### config.mk
export PLATFORM = sky130hd
export DESIGN_NAME = id_stage_top
export DESIGN_NICKNAME = d
export VERILOG_FILES = /design/src/cpu_types_pkg.sv /design/src/cpu_ctrl_pkg.sv /design/src/regfile.sv /design/src/ctrl_decode.sv /design/src/id_unit.sv /design/src/id_pipe_regs.sv /design/src/id_stage_top.sv
export VERILOG_INCLUDE_DIRS = /design/src
export SDC_FILE = /design/constraint.sdc
export NUM_CORES = 2
export LEC_CHECK = 0
export ABC_CLOCK_PERIOD_IN_PS = 43300
export BUFFER_PORTS_ARGS = -buffer_cell sky130_fd_sc_hd__buf_4
export CORE_MARGIN = 8
export CORE_UTILIZATION = 44
export CTS_BUF_LIST = sky130_fd_sc_hd__clkbuf_4
export DETAILED_ROUTE_END_ITERATION = 10
export PLACE_DENSITY_LB_ADDON = 0.1
export SLEW_MARGIN = 20
export SYNTH_ARGS = -nofsm -noshare
export SYNTH_HDL_FRONTEND = slang
export SYNTH_SLANG_ARGS = --single-unit
### constraint.sdc
create_clock -name clk -period 43.3 [get_ports clk]
set_input_delay 2.165 -clock clk [delete_from_list [all_inputs] [get_ports clk]]
set_output_delay 2.165 -clock clk [all_outputs]
set_load 0.1 [all_outputs]
### src/cpu_config.svh
`ifndef CPU_CONFIG_SVH
`define CPU_CONFIG_SVH

// Datapath word width
`define DATA_W 32

// Register index width and file depth
`define REG_ADDR_W 5
`define NUM_REGS 32

// Hardware stack pointer lives in r29
`define SP_REG 29

// Top of stack after reset
`define SP_RESET 12'hFFF

`endif

### src/cpu_types_pkg.sv
`include "cpu_config.svh"

package cpu_types_pkg;

	// Data, PC and ALU operands
	typedef logic [`DATA_W-1:0] word_t;

	// Register file index
	typedef logic [`REG_ADDR_W-1:0] reg_addr_t;

	typedef logic [15:0] imm16_t;	// I-type immediate
	typedef logic [25:0] imm26_t;	// J-type immediate

	// Shift amount field
	typedef logic [4:0] shamt_t;

endpackage

### src/cpu_ctrl_pkg.sv
package cpu_ctrl_pkg;

	// Opcode field, bits 31:26; unlisted codes decode as NOP
	typedef enum logic [5:0] {
		ADD  = 6'd1,
		SUB  = 6'd2,
		AND  = 6'd3,
		NAND = 6'd4,
		XOR  = 6'd5,
		ADDI = 6'd6,
		ANDI = 6'd7,
		LW   = 6'd8,
		SW   = 6'd9,
		BEQ  = 6'd10,
		JMP  = 6'd11,
		SLL  = 6'd12,
		SRL  = 6'd13,
		PUSH = 6'd14,
		POP  = 6'd15,
		CALL = 6'd16,
		RET  = 6'd17
	} opcode_t;

	// ALU operand mux select
	typedef logic [1:0] alu_src_t;

	localparam alu_src_t ALU_SRC_RR  = 2'd0;	// Register / register
	localparam alu_src_t ALU_SRC_IMM = 2'd1;	// Register or PC / immediate
	localparam alu_src_t ALU_SRC_SH  = 2'd2;	// Shift amount or stack step

	// One side of a four-phase handshake
	typedef enum logic [1:0] {EMPTY, FULL, WAIT_DROP} hs_state_t;

endpackage

### src/regfile.sv
`include "cpu_config.svh"

module regfile
	import cpu_types_pkg::*;
(
	input  logic      clk,
	input  logic      we,
	input  reg_addr_t waddr,
	input  word_t     wdata,
	input  reg_addr_t raddr_1,
	input  reg_addr_t raddr_2,
	input  logic      ren_1,
	input  logic      ren_2,
	output word_t     rdata_1,
	output word_t     rdata_2
);

	// Storage array, contents undefined until written
	word_t mem [`NUM_REGS];

	// Single synchronous write port
	always_ff @(posedge clk) begin
		if (we) begin
			mem[waddr] <= wdata;
		end
	end

	// Asynchronous reads, gated to zero when the port is idle
	// No bypass, a same-cycle write shows up one cycle later
	assign rdata_1 = ren_1 ? mem[raddr_1] : '0;
	assign rdata_2 = ren_2 ? mem[raddr_2] : '0;

endmodule

### src/ctrl_decode.sv
module ctrl_decode
	import cpu_ctrl_pkg::*;
(
	input  opcode_t  op,
	output logic     call,
	output logic     ret,
	output logic     branch,
	output logic     push_pop,
	output logic     pop,
	output logic     reg_2_sel,
	output logic     sign_ext_sel,
	output logic     ren_1,
	output logic     ren_2,
	output alu_src_t alu_src
);

	always_comb begin
		// NOP defaults, nothing read
		call         = 1'b0;
		ret          = 1'b0;
		branch       = 1'b0;
		push_pop     = 1'b0;
		pop          = 1'b0;
		reg_2_sel    = 1'b0;
		sign_ext_sel = 1'b0;
		ren_1        = 1'b0;
		ren_2        = 1'b0;
		alu_src      = ALU_SRC_RR;

		case (op)
			ADD, SUB, AND, NAND, XOR: begin
				alu_src   = ALU_SRC_RR;
				ren_1     = 1'b1;
				ren_2     = 1'b1;
				reg_2_sel = 1'b1;	// Port 2 takes rt
			end
			ADDI, ANDI, LW: begin
				alu_src = ALU_SRC_IMM;
				ren_1   = 1'b1;
			end
			SW: begin
				alu_src = ALU_SRC_IMM;
				ren_1   = 1'b1;
				ren_2   = 1'b1;	// Store data from rd
			end
			BEQ, JMP: begin
				alu_src      = ALU_SRC_IMM;
				ren_1        = 1'b1;
				branch       = 1'b1;	// PC goes to ALU port A
				sign_ext_sel = (op == JMP);	// Long J-type offset
			end
			SLL, SRL: begin
				alu_src = ALU_SRC_SH;
				ren_1   = 1'b1;
			end
			PUSH, POP: begin
				alu_src  = ALU_SRC_SH;
				ren_1    = 1'b1;
				ren_2    = (op == PUSH);	// Pushed value from rd
				push_pop = 1'b1;
				pop      = (op == POP);
			end
			CALL: begin
				alu_src = ALU_SRC_SH;
				ren_1   = 1'b1;
				call    = 1'b1;
			end
			RET: begin
				alu_src = ALU_SRC_SH;
				ren_1   = 1'b1;
				ret     = 1'b1;
			end
			default: begin
			end
		endcase
	end

endmodule

### src/id_unit.sv
`include "cpu_config.svh"

module id_unit
	import cpu_types_pkg::*;
	import cpu_ctrl_pkg::*;
(
	input  logic      clk,
	input  logic      rst,
	input  logic      call,
	input  logic      ret,
	input  logic      branch,
	input  logic      push_pop,
	input  logic      pop,
	input  logic      reg_2_sel,
	input  logic      sign_ext_sel,
	input  logic      ren_1,
	input  logic      ren_2,
	input  alu_src_t  alu_src,
	input  logic      wb_we,
	input  reg_addr_t wb_reg,
	input  word_t     wb_data,
	input  reg_addr_t rd,
	input  reg_addr_t rs,
	input  reg_addr_t rt,
	input  shamt_t    shamt,
	input  imm16_t    imm16,
	input  imm26_t    imm26,
	input  word_t     pc,
	output word_t     alu_a,
	output word_t     alu_b,
	output word_t     store_data,
	output reg_addr_t dest
);

	logic      sp_access;	// Instruction touches the stack pointer
	reg_addr_t raddr_1;
	reg_addr_t raddr_2;
	word_t     rdata_1;
	word_t     rdata_2;
	word_t     sext;	// Sign-extended immediate
	logic      rf_we;
	reg_addr_t rf_waddr;
	word_t     rf_wdata;

	assign sp_access = call | ret | push_pop | pop;

	assign raddr_1 = sp_access ? reg_addr_t'(`SP_REG) : rs;	// SP replaces rs
	assign raddr_2 = reg_2_sel ? rt : rd;

	assign store_data = rdata_2;
	assign dest       = rd;

	// J-type offset for JMP, otherwise I-type
	assign sext = sign_ext_sel ? {{($bits(word_t) - 26){imm26[25]}}, imm26}
	                           : {{($bits(word_t) - 16){imm16[15]}}, imm16};

	// Reset keeps hammering the initial SP into r29
	always_comb begin
		if (rst) begin
			rf_we    = 1'b1;
			rf_waddr = reg_addr_t'(`SP_REG);
			rf_wdata = word_t'(`SP_RESET);
		end else begin
			rf_we    = wb_we;
			rf_waddr = wb_reg;
			rf_wdata = wb_data;
		end
	end

	regfile u_regfile (
		.clk     (clk),
		.we      (rf_we),
		.waddr   (rf_waddr),
		.wdata   (rf_wdata),
		.raddr_1 (raddr_1),
		.raddr_2 (raddr_2),
		.ren_1   (ren_1),
		.ren_2   (ren_2),
		.rdata_1 (rdata_1),
		.rdata_2 (rdata_2)
	);

	// ALU operand mux
	always_comb begin
		case (alu_src)
			ALU_SRC_RR: begin
				alu_a = rdata_1;
				alu_b = rdata_2;
			end
			ALU_SRC_IMM: begin
				alu_a = branch ? pc : rdata_1;	// Branch target off PC
				alu_b = sext;
			end
			ALU_SRC_SH: begin
				alu_a = rdata_1;
				alu_b = sp_access ? word_t'(1) : word_t'(shamt);	// SP step of one
			end
			default: begin
				alu_a = '0;
				alu_b = '0;
			end
		endcase
	end

endmodule

### src/id_pipe_regs.sv
module id_pipe_regs
	import cpu_types_pkg::*;
	import cpu_ctrl_pkg::*;
(
	input  logic      clk,
	input  logic      rst,
	input  logic      if_req,
	output logic      if_ack,
	input  word_t     if_instr,
	input  word_t     if_pc,
	output word_t     id_instr,
	output word_t     id_pc,
	input  word_t     alu_a,
	input  word_t     alu_b,
	input  word_t     store_data,
	input  reg_addr_t dest,
	output logic      ex_req,
	input  logic      ex_ack,
	output opcode_t   ex_op,
	output word_t     ex_alu_a,
	output word_t     ex_alu_b,
	output word_t     ex_store_data,
	output reg_addr_t ex_dest,
	output word_t     ex_pc
);

	hs_state_t in_st;	// IF/ID occupancy plus pending req drop
	hs_state_t out_st;	// ID/EX handshake phase
	logic      capture;
	logic      transfer;

	assign capture  = if_req && !if_ack && (in_st == EMPTY);
	assign transfer = (in_st == FULL) && (out_st == EMPTY);

	// Fetch side
	always_ff @(posedge clk) begin
		if (rst) begin
			in_st  <= EMPTY;
			if_ack <= 1'b0;
		end else begin
			if (capture) begin
				if_ack <= 1'b1;
			end else if (if_ack && !if_req) begin
				if_ack <= 1'b0;	// Drop one cycle after req seen low
			end
			case (in_st)
				EMPTY:     if (capture) in_st <= FULL;
				FULL:      if (transfer) in_st <= (if_ack && if_req) ? WAIT_DROP : EMPTY;
				WAIT_DROP: if (!if_req) in_st <= EMPTY;	// Item gone, ack still up
				default:   in_st <= EMPTY;
			endcase
		end
	end

	// Execute side, free only after ack seen low
	always_ff @(posedge clk) begin
		if (rst) begin
			out_st <= EMPTY;
		end else begin
			case (out_st)
				EMPTY:     if (transfer) out_st <= FULL;
				FULL:      if (ex_ack) out_st <= WAIT_DROP;
				WAIT_DROP: if (!ex_ack) out_st <= EMPTY;
				default:   out_st <= EMPTY;
			endcase
		end
	end

	assign ex_req = (out_st == FULL);

	// Payload registers
	always_ff @(posedge clk) begin
		if (capture) begin
			id_instr <= if_instr;
			id_pc    <= if_pc;
		end
		if (transfer) begin
			ex_op         <= opcode_t'(id_instr[31:26]);
			ex_alu_a      <= alu_a;	// Decoded from IF/ID contents this cycle
			ex_alu_b      <= alu_b;
			ex_store_data <= store_data;
			ex_dest       <= dest;
			ex_pc         <= id_pc;
		end
	end

endmodule

### src/id_stage_top.sv
module id_stage_top
	import cpu_types_pkg::*;
	import cpu_ctrl_pkg::*;
(
	input  logic      clk,
	input  logic      rst,
	input  logic      if_req,
	output logic      if_ack,
	input  word_t     if_instr,
	input  word_t     if_pc,
	input  logic      wb_we,
	input  reg_addr_t wb_reg,
	input  word_t     wb_data,
	output logic      ex_req,
	input  logic      ex_ack,
	output opcode_t   ex_op,
	output word_t     ex_alu_a,
	output word_t     ex_alu_b,
	output word_t     ex_store_data,
	output reg_addr_t ex_dest,
	output word_t     ex_pc
);

	word_t     id_instr;
	word_t     id_pc;
	logic      call;
	logic      ret;
	logic      branch;
	logic      push_pop;
	logic      pop;
	logic      reg_2_sel;
	logic      sign_ext_sel;
	logic      ren_1;
	logic      ren_2;
	alu_src_t  alu_src;
	word_t     alu_a;
	word_t     alu_b;
	word_t     store_data;
	reg_addr_t dest;

	id_pipe_regs u_id_pipe_regs (
		.clk (clk), .rst (rst),
		.if_req (if_req), .if_ack (if_ack),
		.if_instr (if_instr), .if_pc (if_pc),
		.id_instr (id_instr), .id_pc (id_pc),
		.alu_a (alu_a), .alu_b (alu_b),
		.store_data (store_data), .dest (dest),
		.ex_req (ex_req), .ex_ack (ex_ack), .ex_op (ex_op),
		.ex_alu_a (ex_alu_a), .ex_alu_b (ex_alu_b),
		.ex_store_data (ex_store_data), .ex_dest (ex_dest), .ex_pc (ex_pc)
	);

	// Opcode field straight off the IF/ID register
	ctrl_decode u_ctrl_decode (
		.op (opcode_t'(id_instr[31:26])),
		.call (call), .ret (ret), .branch (branch),
		.push_pop (push_pop), .pop (pop),
		.reg_2_sel (reg_2_sel), .sign_ext_sel (sign_ext_sel),
		.ren_1 (ren_1), .ren_2 (ren_2), .alu_src (alu_src)
	);

	id_unit u_id_unit (
		.clk (clk), .rst (rst),
		.call (call), .ret (ret), .branch (branch),
		.push_pop (push_pop), .pop (pop),
		.reg_2_sel (reg_2_sel), .sign_ext_sel (sign_ext_sel),
		.ren_1 (ren_1), .ren_2 (ren_2), .alu_src (alu_src),
		.wb_we (wb_we), .wb_reg (wb_reg), .wb_data (wb_data),
		.rd (id_instr[25:21]),	// Destination, also store source
		.rs (id_instr[20:16]),
		.rt (id_instr[15:11]),
		.shamt (id_instr[10:6]),
		.imm16 (id_instr[15:0]),	// Overlaps rt and shamt
		.imm26 (id_instr[25:0]),
		.pc (id_pc),
		.alu_a (alu_a), .alu_b (alu_b),
		.store_data (store_data), .dest (dest)
	);

endmodule

# == Yosys cells after proc, flatten, opt, wreduce, memory -nomap -nowiden ==
# Memory sizes are Yosys's and may differ from the RTL's.
# Index checks and enable logic that the tools add are counted.
# totals
wordCells,100
ff_bits,208
n_memories,1
in_bits,106
mem_bits_rw,1024
out_inout_bits,141
# mem_list
memory,depth,width,read_ports,rd_clocked_by_memory_dff,write_ports,line_no,source
u_id_unit.u_regfile.mem,32,32,2,0,1,regfile.sv:19,word_t mem [`NUM_REGS];
# op_classes
mux,35
eq_ne,29
n_bitwise,3
reduce_logical,21
# op_table
operator,count
2-to-1 mux 32 bit,5
one-hot mux 32 bit (3 select lines),1
one-hot mux 32 bit (2 select lines),1
equality test 6 x 4 -> 1 bit (second input constant),8
equality test 6 x 3 -> 1 bit (second input constant),4
2-to-1 mux 5 bit,4
OR reduction 6 bit,3
OR reduction 17 bit,1
2-to-1 mux 2 bit,7
2-to-1 mux 1 bit,13
equality test 6 x 2 -> 1 bit (second input constant),2
equality test 6 x 5 -> 1 bit (second input constant),2
one-hot mux 2 bit (3 select lines),2
!= test 2 x 1 -> 1 bit (second input constant),4
equality test 2 x 1 -> 1 bit (second input constant),3
equality test 2 bit (second input constant),3
equality test 6 x 1 -> 1 bit (second input constant),1
zero test 2 bit,3
AND reduction 3 bit,2
OR reduction 2 bit,3
logical AND 1 bit,5
OR reduction 5 bit,1
!= test 2 bit (second input constant),2
one-hot mux 2 bit (2 select lines),1
4 further kinds,7

# == Logic depth before layout (Yosys ltp) ==
# An unclocked memory read counts as a cell.
# logic_depth
word_depth,10
ltp_mapped,15
depth_no_buf,9

# == By module ==
# A second synthesis with hierarchy kept.
# unflattened
cells_unflattened,2788
hier_area_um2,55275.5
# by_module_without_submodules
mod,area_each_um2,instances,cells_per_inst
regfile,47246.6,1,2324
id_pipe_regs,6329.8,1,225
id_unit,1505.2,1,208
ctrl_decode,193.9,1,31

# == Least setup slack after synthesis ==
# Ideal clock, no wire load.
# synth_timing
path_kind,reg2reg
from,reg u_id_pipe_regs.in_st[0]
to,reg u_id_pipe_regs.in_st[1]
arrival_time_ns,15.883
slack_ns,27.294
setup_time_ns,0.123
n_path_buf,0
path_stages_with_launch,4
cell_sequence,dfxtp_1 -> nor4b_1 -> a21oi_1 -> nor3b_1
# synth_between
elab_chain_cells,4
word_cells_on_any_way,10
classes_between,5 x eq/ne; 1 x mux; 4 x reduce/logical
# synth_rtl
item,line_no,source
start: declaration,id_pipe_regs.sv:27,hs_state_t in_st;
start signal: assignment,id_pipe_regs.sv:48,FULL: if (transfer) in_st <= (if_ack && if_req) ? WAIT_DROP : EMPTY;
equality test 2 x 1 -> 1 bit,id_pipe_regs.sv:33,assign transfer = (in_st == FULL) && (out_st == EMPTY);
logical AND 1 bit,id_pipe_regs.sv:33,
net u_id_pipe_regs.transfer,id_pipe_regs.sv:30,logic transfer;
!= test 2 x 1 -> 1 bit (no source line),-,
AND reduction 3 bit (no source line),-,
# The timed path passes the listed nets, and every way through them passes these cells.
# A chain may end at the register's enable or synchronous reset.

# == Final worst setup path ==
# layout_timing
from,reg u_id_pipe_regs.id_instr[27]
to,"reg u_id_pipe_regs.ex_alu_b[9], data pin"
# layout_between
elab_chain_cells,7
word_cells_on_any_way,32
classes_between,19 x eq/ne; 6 x mux; 6 x reduce/logical; 1 x memory
# layout_rtl
item,line_no,source
start: declaration,id_pipe_regs.sv:11,"output word_t id_instr,"
start signal: assignment,id_pipe_regs.sv:74,id_instr <= if_instr;
equality test 6 x 1 -> 1 bit (tied with other cells),ctrl_decode.sv:30,case (op)
OR reduction 5 bit,-,
2-to-1 mux 1 bit,ctrl_decode.sv:30,
2-to-1 mux 5 bit,id_unit.sv:48,assign raddr_2 = reg_2_sel ? rt : rd;
memory read (32 x 32 bit),-,
2-to-1 mux 32 bit,regfile.sv:31,assign rdata_2 = ren_2 ? mem[raddr_2] : '0;
one-hot mux 32 bit (3 select lines) *,id_unit.sv:85,case (alu_src)
net alu_b[9],id_stage_top.sv:37,word_t alu_b;
end signal: assignment,id_pipe_regs.sv:80,ex_alu_b <= alu_b;
end: declaration,id_pipe_regs.sv:21,"output word_t ex_alu_b,"
# The timed path passes the listed nets; every way through them passes the cells marked *.

==> results.ini <==
[sta]
tightest_slew_ns=1.13
hold_viol=0
clock_skew_ns=0.0693
grt_setup_unrepaired=false
finalSetupViolations=0
drv_slew=0
slew_headroom_pct=24.9
max_freq_mhz=174
finalCritPeriodShare_pct=13.3
period_minus_slack_ns=5.75
tns_ns=0

[floorplanning]
die_w_um=374
pin_count=247
die_y_um=374
core_area_sq_um=127000
die_area_sq_um=140000
rows=131
start_util_pct=44.3

[clock_tree]
clk_latency_ns=1.29
cts_resized=0
clk_path_buf_depth=4
post_cts_buffers=0
cts.sinks=1232
htreeDepth=5
cts_made_buffers=343
cts_tree=done
cts-root-buf=clkbuf_4
path_clk_slew_ns=0.06
cts_hold_buf=0

[finish]
fillers=11100
final_nets=4928
fin_area_sq_um=64200
area_delta_synth_final_pct=13.9
drive_gt1_share_pct=21.8
seq_area_sq_um=36900
multiInputGateArea_sq_um=18400

[status]
outcome=finished, final reports clean

[synthesis]
synth_edf_count=1227
synth_most_common_cell=edfxtp_1
syn-num-nets=4584
yosysWarnings=0
seq_area_frac_synth_pct=65.5
async_reset_ff_share_pct=0
synthTopCellsByCount=edfxtp_1 (1227), nand2_1 (780), a21oi_1 (352)
ys_ff_latch=1232
synth.cell_area_sq_um=56400
synth_top_flop_cell=edfxtp_1
synthCells=4478
yosys.area.top_type=edfxtp_1
synth_area_per_cell_sq_um=12.6
ys_types=62
synthTopCellsByArea=edfxtp_1 (65%), nand2_1 (5.2%), mux2i_1 (3.5%), a21oi_1 (3.1%), mux4_2 (2.6%)
synth_top_area_share_pct=65.3

[route]
routed_wl_um=226000
drt-wirelength-per-cell_um=33.7
drtIter0Drc=6425
ant_nets=0
dr.pass1.iters=6
viasPerCell=6.53
vias=43800
post-route-drc-count=0

[power]
powerDensity_nw_per_um2=43.4
p_leak_uw=0.0220
ir_worst_vdd_mv=0.0279

[global_routing]
antenna_found_initial=7
grt_use_met1_pct=41.2
grt_util_all_layers_pct=31.1
grt_pass1_wl_um=314000
first_global_vias=42000
grt_max_degree=183
busiest_layer=met2
use_met2_pct=47.5
grt_overflow=0
met3_usage_pct=7.49

[worst_setup_path]
reg2reg_depth=12
critPathMaxFanout=84
required_ns=44.44
crit_type=flop to flop
startpoint_type=flop
arrival_ns=6.89
end_kind=flop

[place]
gp_congestion=0.865
dp_hpwl_um=122000
io_buffers=246
place_area_sq_um=60200

[flow_run]
max_cap_violations=0

[hold_path]
min_path_type=flop to flop
hold_path_depth=0

cells by family after synthesis:
group / after synthesis / share of synthesized area [%]
flops: 1232 / 65.5
mux: 296 / 6.76
xor+xnor: 1 / 0.0155
simple gates: 1384 / 10.4
buf+inv: 373 / 2.85
compound gates: 1192 / 14.4
worst max-delay path, stage by stage, from the launching register on:
cell	delay, ns
edfxtp_1	0.63
nor3_1	0.55
o21ai_1	0.21
nand3_4	0.47
buf_4	0.92
buf_4	0.70
buf_4	0.84
nand2_1	0.10
and3_1	0.21
a31oi_1	0.14
o2111ai_1	0.16
nand3_1	0.35
a22o_1	0.18
where the power goes:
group	total [uW]	internal, uW	switching, uW
Sequential	1360	1340	18.5
Clock	1000	509	493
Combinational	428	108	320
sequential cells by signal (all words and copies together), names as in the netlist, 5 cells and up:
register / count
u_id_pipe_regs.id_instr: 32
u_id_pipe_regs.ex_store_data: 32
u_id_pipe_regs.id_pc: 32
u_id_pipe_regs.ex_op: 6
u_id_pipe_regs.ex_alu_b: 32
u_id_pipe_regs.ex_pc: 32
u_id_pipe_regs.ex_dest: 5
u_id_unit.u_regfile.mem: 1024
u_id_pipe_regs.ex_alu_a: 32
placed cells by master, fill, tap and decap left out, types with 43 or more instances in the layout:
cell	n
and3_1	43
a21oi_1	350
o21ai_0	137
clkinv_1	63
a31oi_1	49
buf_4	361
mux2i_1	196
nor2_1	232
a211oi_1	84
edfxtp_1	1227
mux4_2	64
o2111ai_1	56
o22ai_1	65
a22oi_1	76
nand2_1	779
nor2b_1	66
nand3_1	129
a221oi_1	97
clkbuf_4	483
routing by layer:
metal,up-vias,share of wire [%],routed length [um]
met2,3083,45,101000
met5,-,0.018,41
met1,21900,39,87500
met4,6,5.6,12600
li1,18200,-,-
met3,576,11,25200
area by class of cell:
type	count	share of cell area (%)
antenna	11	0.0428
timing repair buffer	366	4.37
multi-input combinational	2873	28.7
tap	1662	3.24
sequential	1232	57.5
clock buffer	483	5.64
clock inverter	79	0.485
inverter	6	0.0370
stage by stage:
step	cells	hold WS (ns)	worst slack, ns	utilization, %	total power [uW]
global placement	6139	0.467	37.72	47.3	1800
detailed placement	6139	0.473	37.67	47.3	1800
CTS	6701	0.491	37.64	50.4	2800
global route	6709	0.488	37.17	50.4	2880
floorplan	4478	0.421	27.29	-	1640
finish	6712	0.489	37.55	50.4	2790
final timing paths:
path | start | to | slack [ns]
worst max-delay path | u_id_pipe_regs.id_instr[27]$_DFFE_PP_ | u_id_pipe_regs.ex_alu_b[9]$_DFFE_PP_ | 37.55
worst min-delay path | u_id_pipe_regs.id_pc[31]$_DFFE_PP_ | u_id_pipe_regs.ex_pc[31]$_DFFE_PP_ | 0.49
worst max register to register | u_id_pipe_regs.id_instr[27]$_DFFE_PP_ | u_id_pipe_regs.ex_alu_b[9]$_DFFE_PP_ | 37.55
worst min register to register | u_id_pipe_regs.id_pc[31]$_DFFE_PP_ | u_id_pipe_regs.ex_pc[31]$_DFFE_PP_ | 0.49
Power figures use the tool's default switching activity.
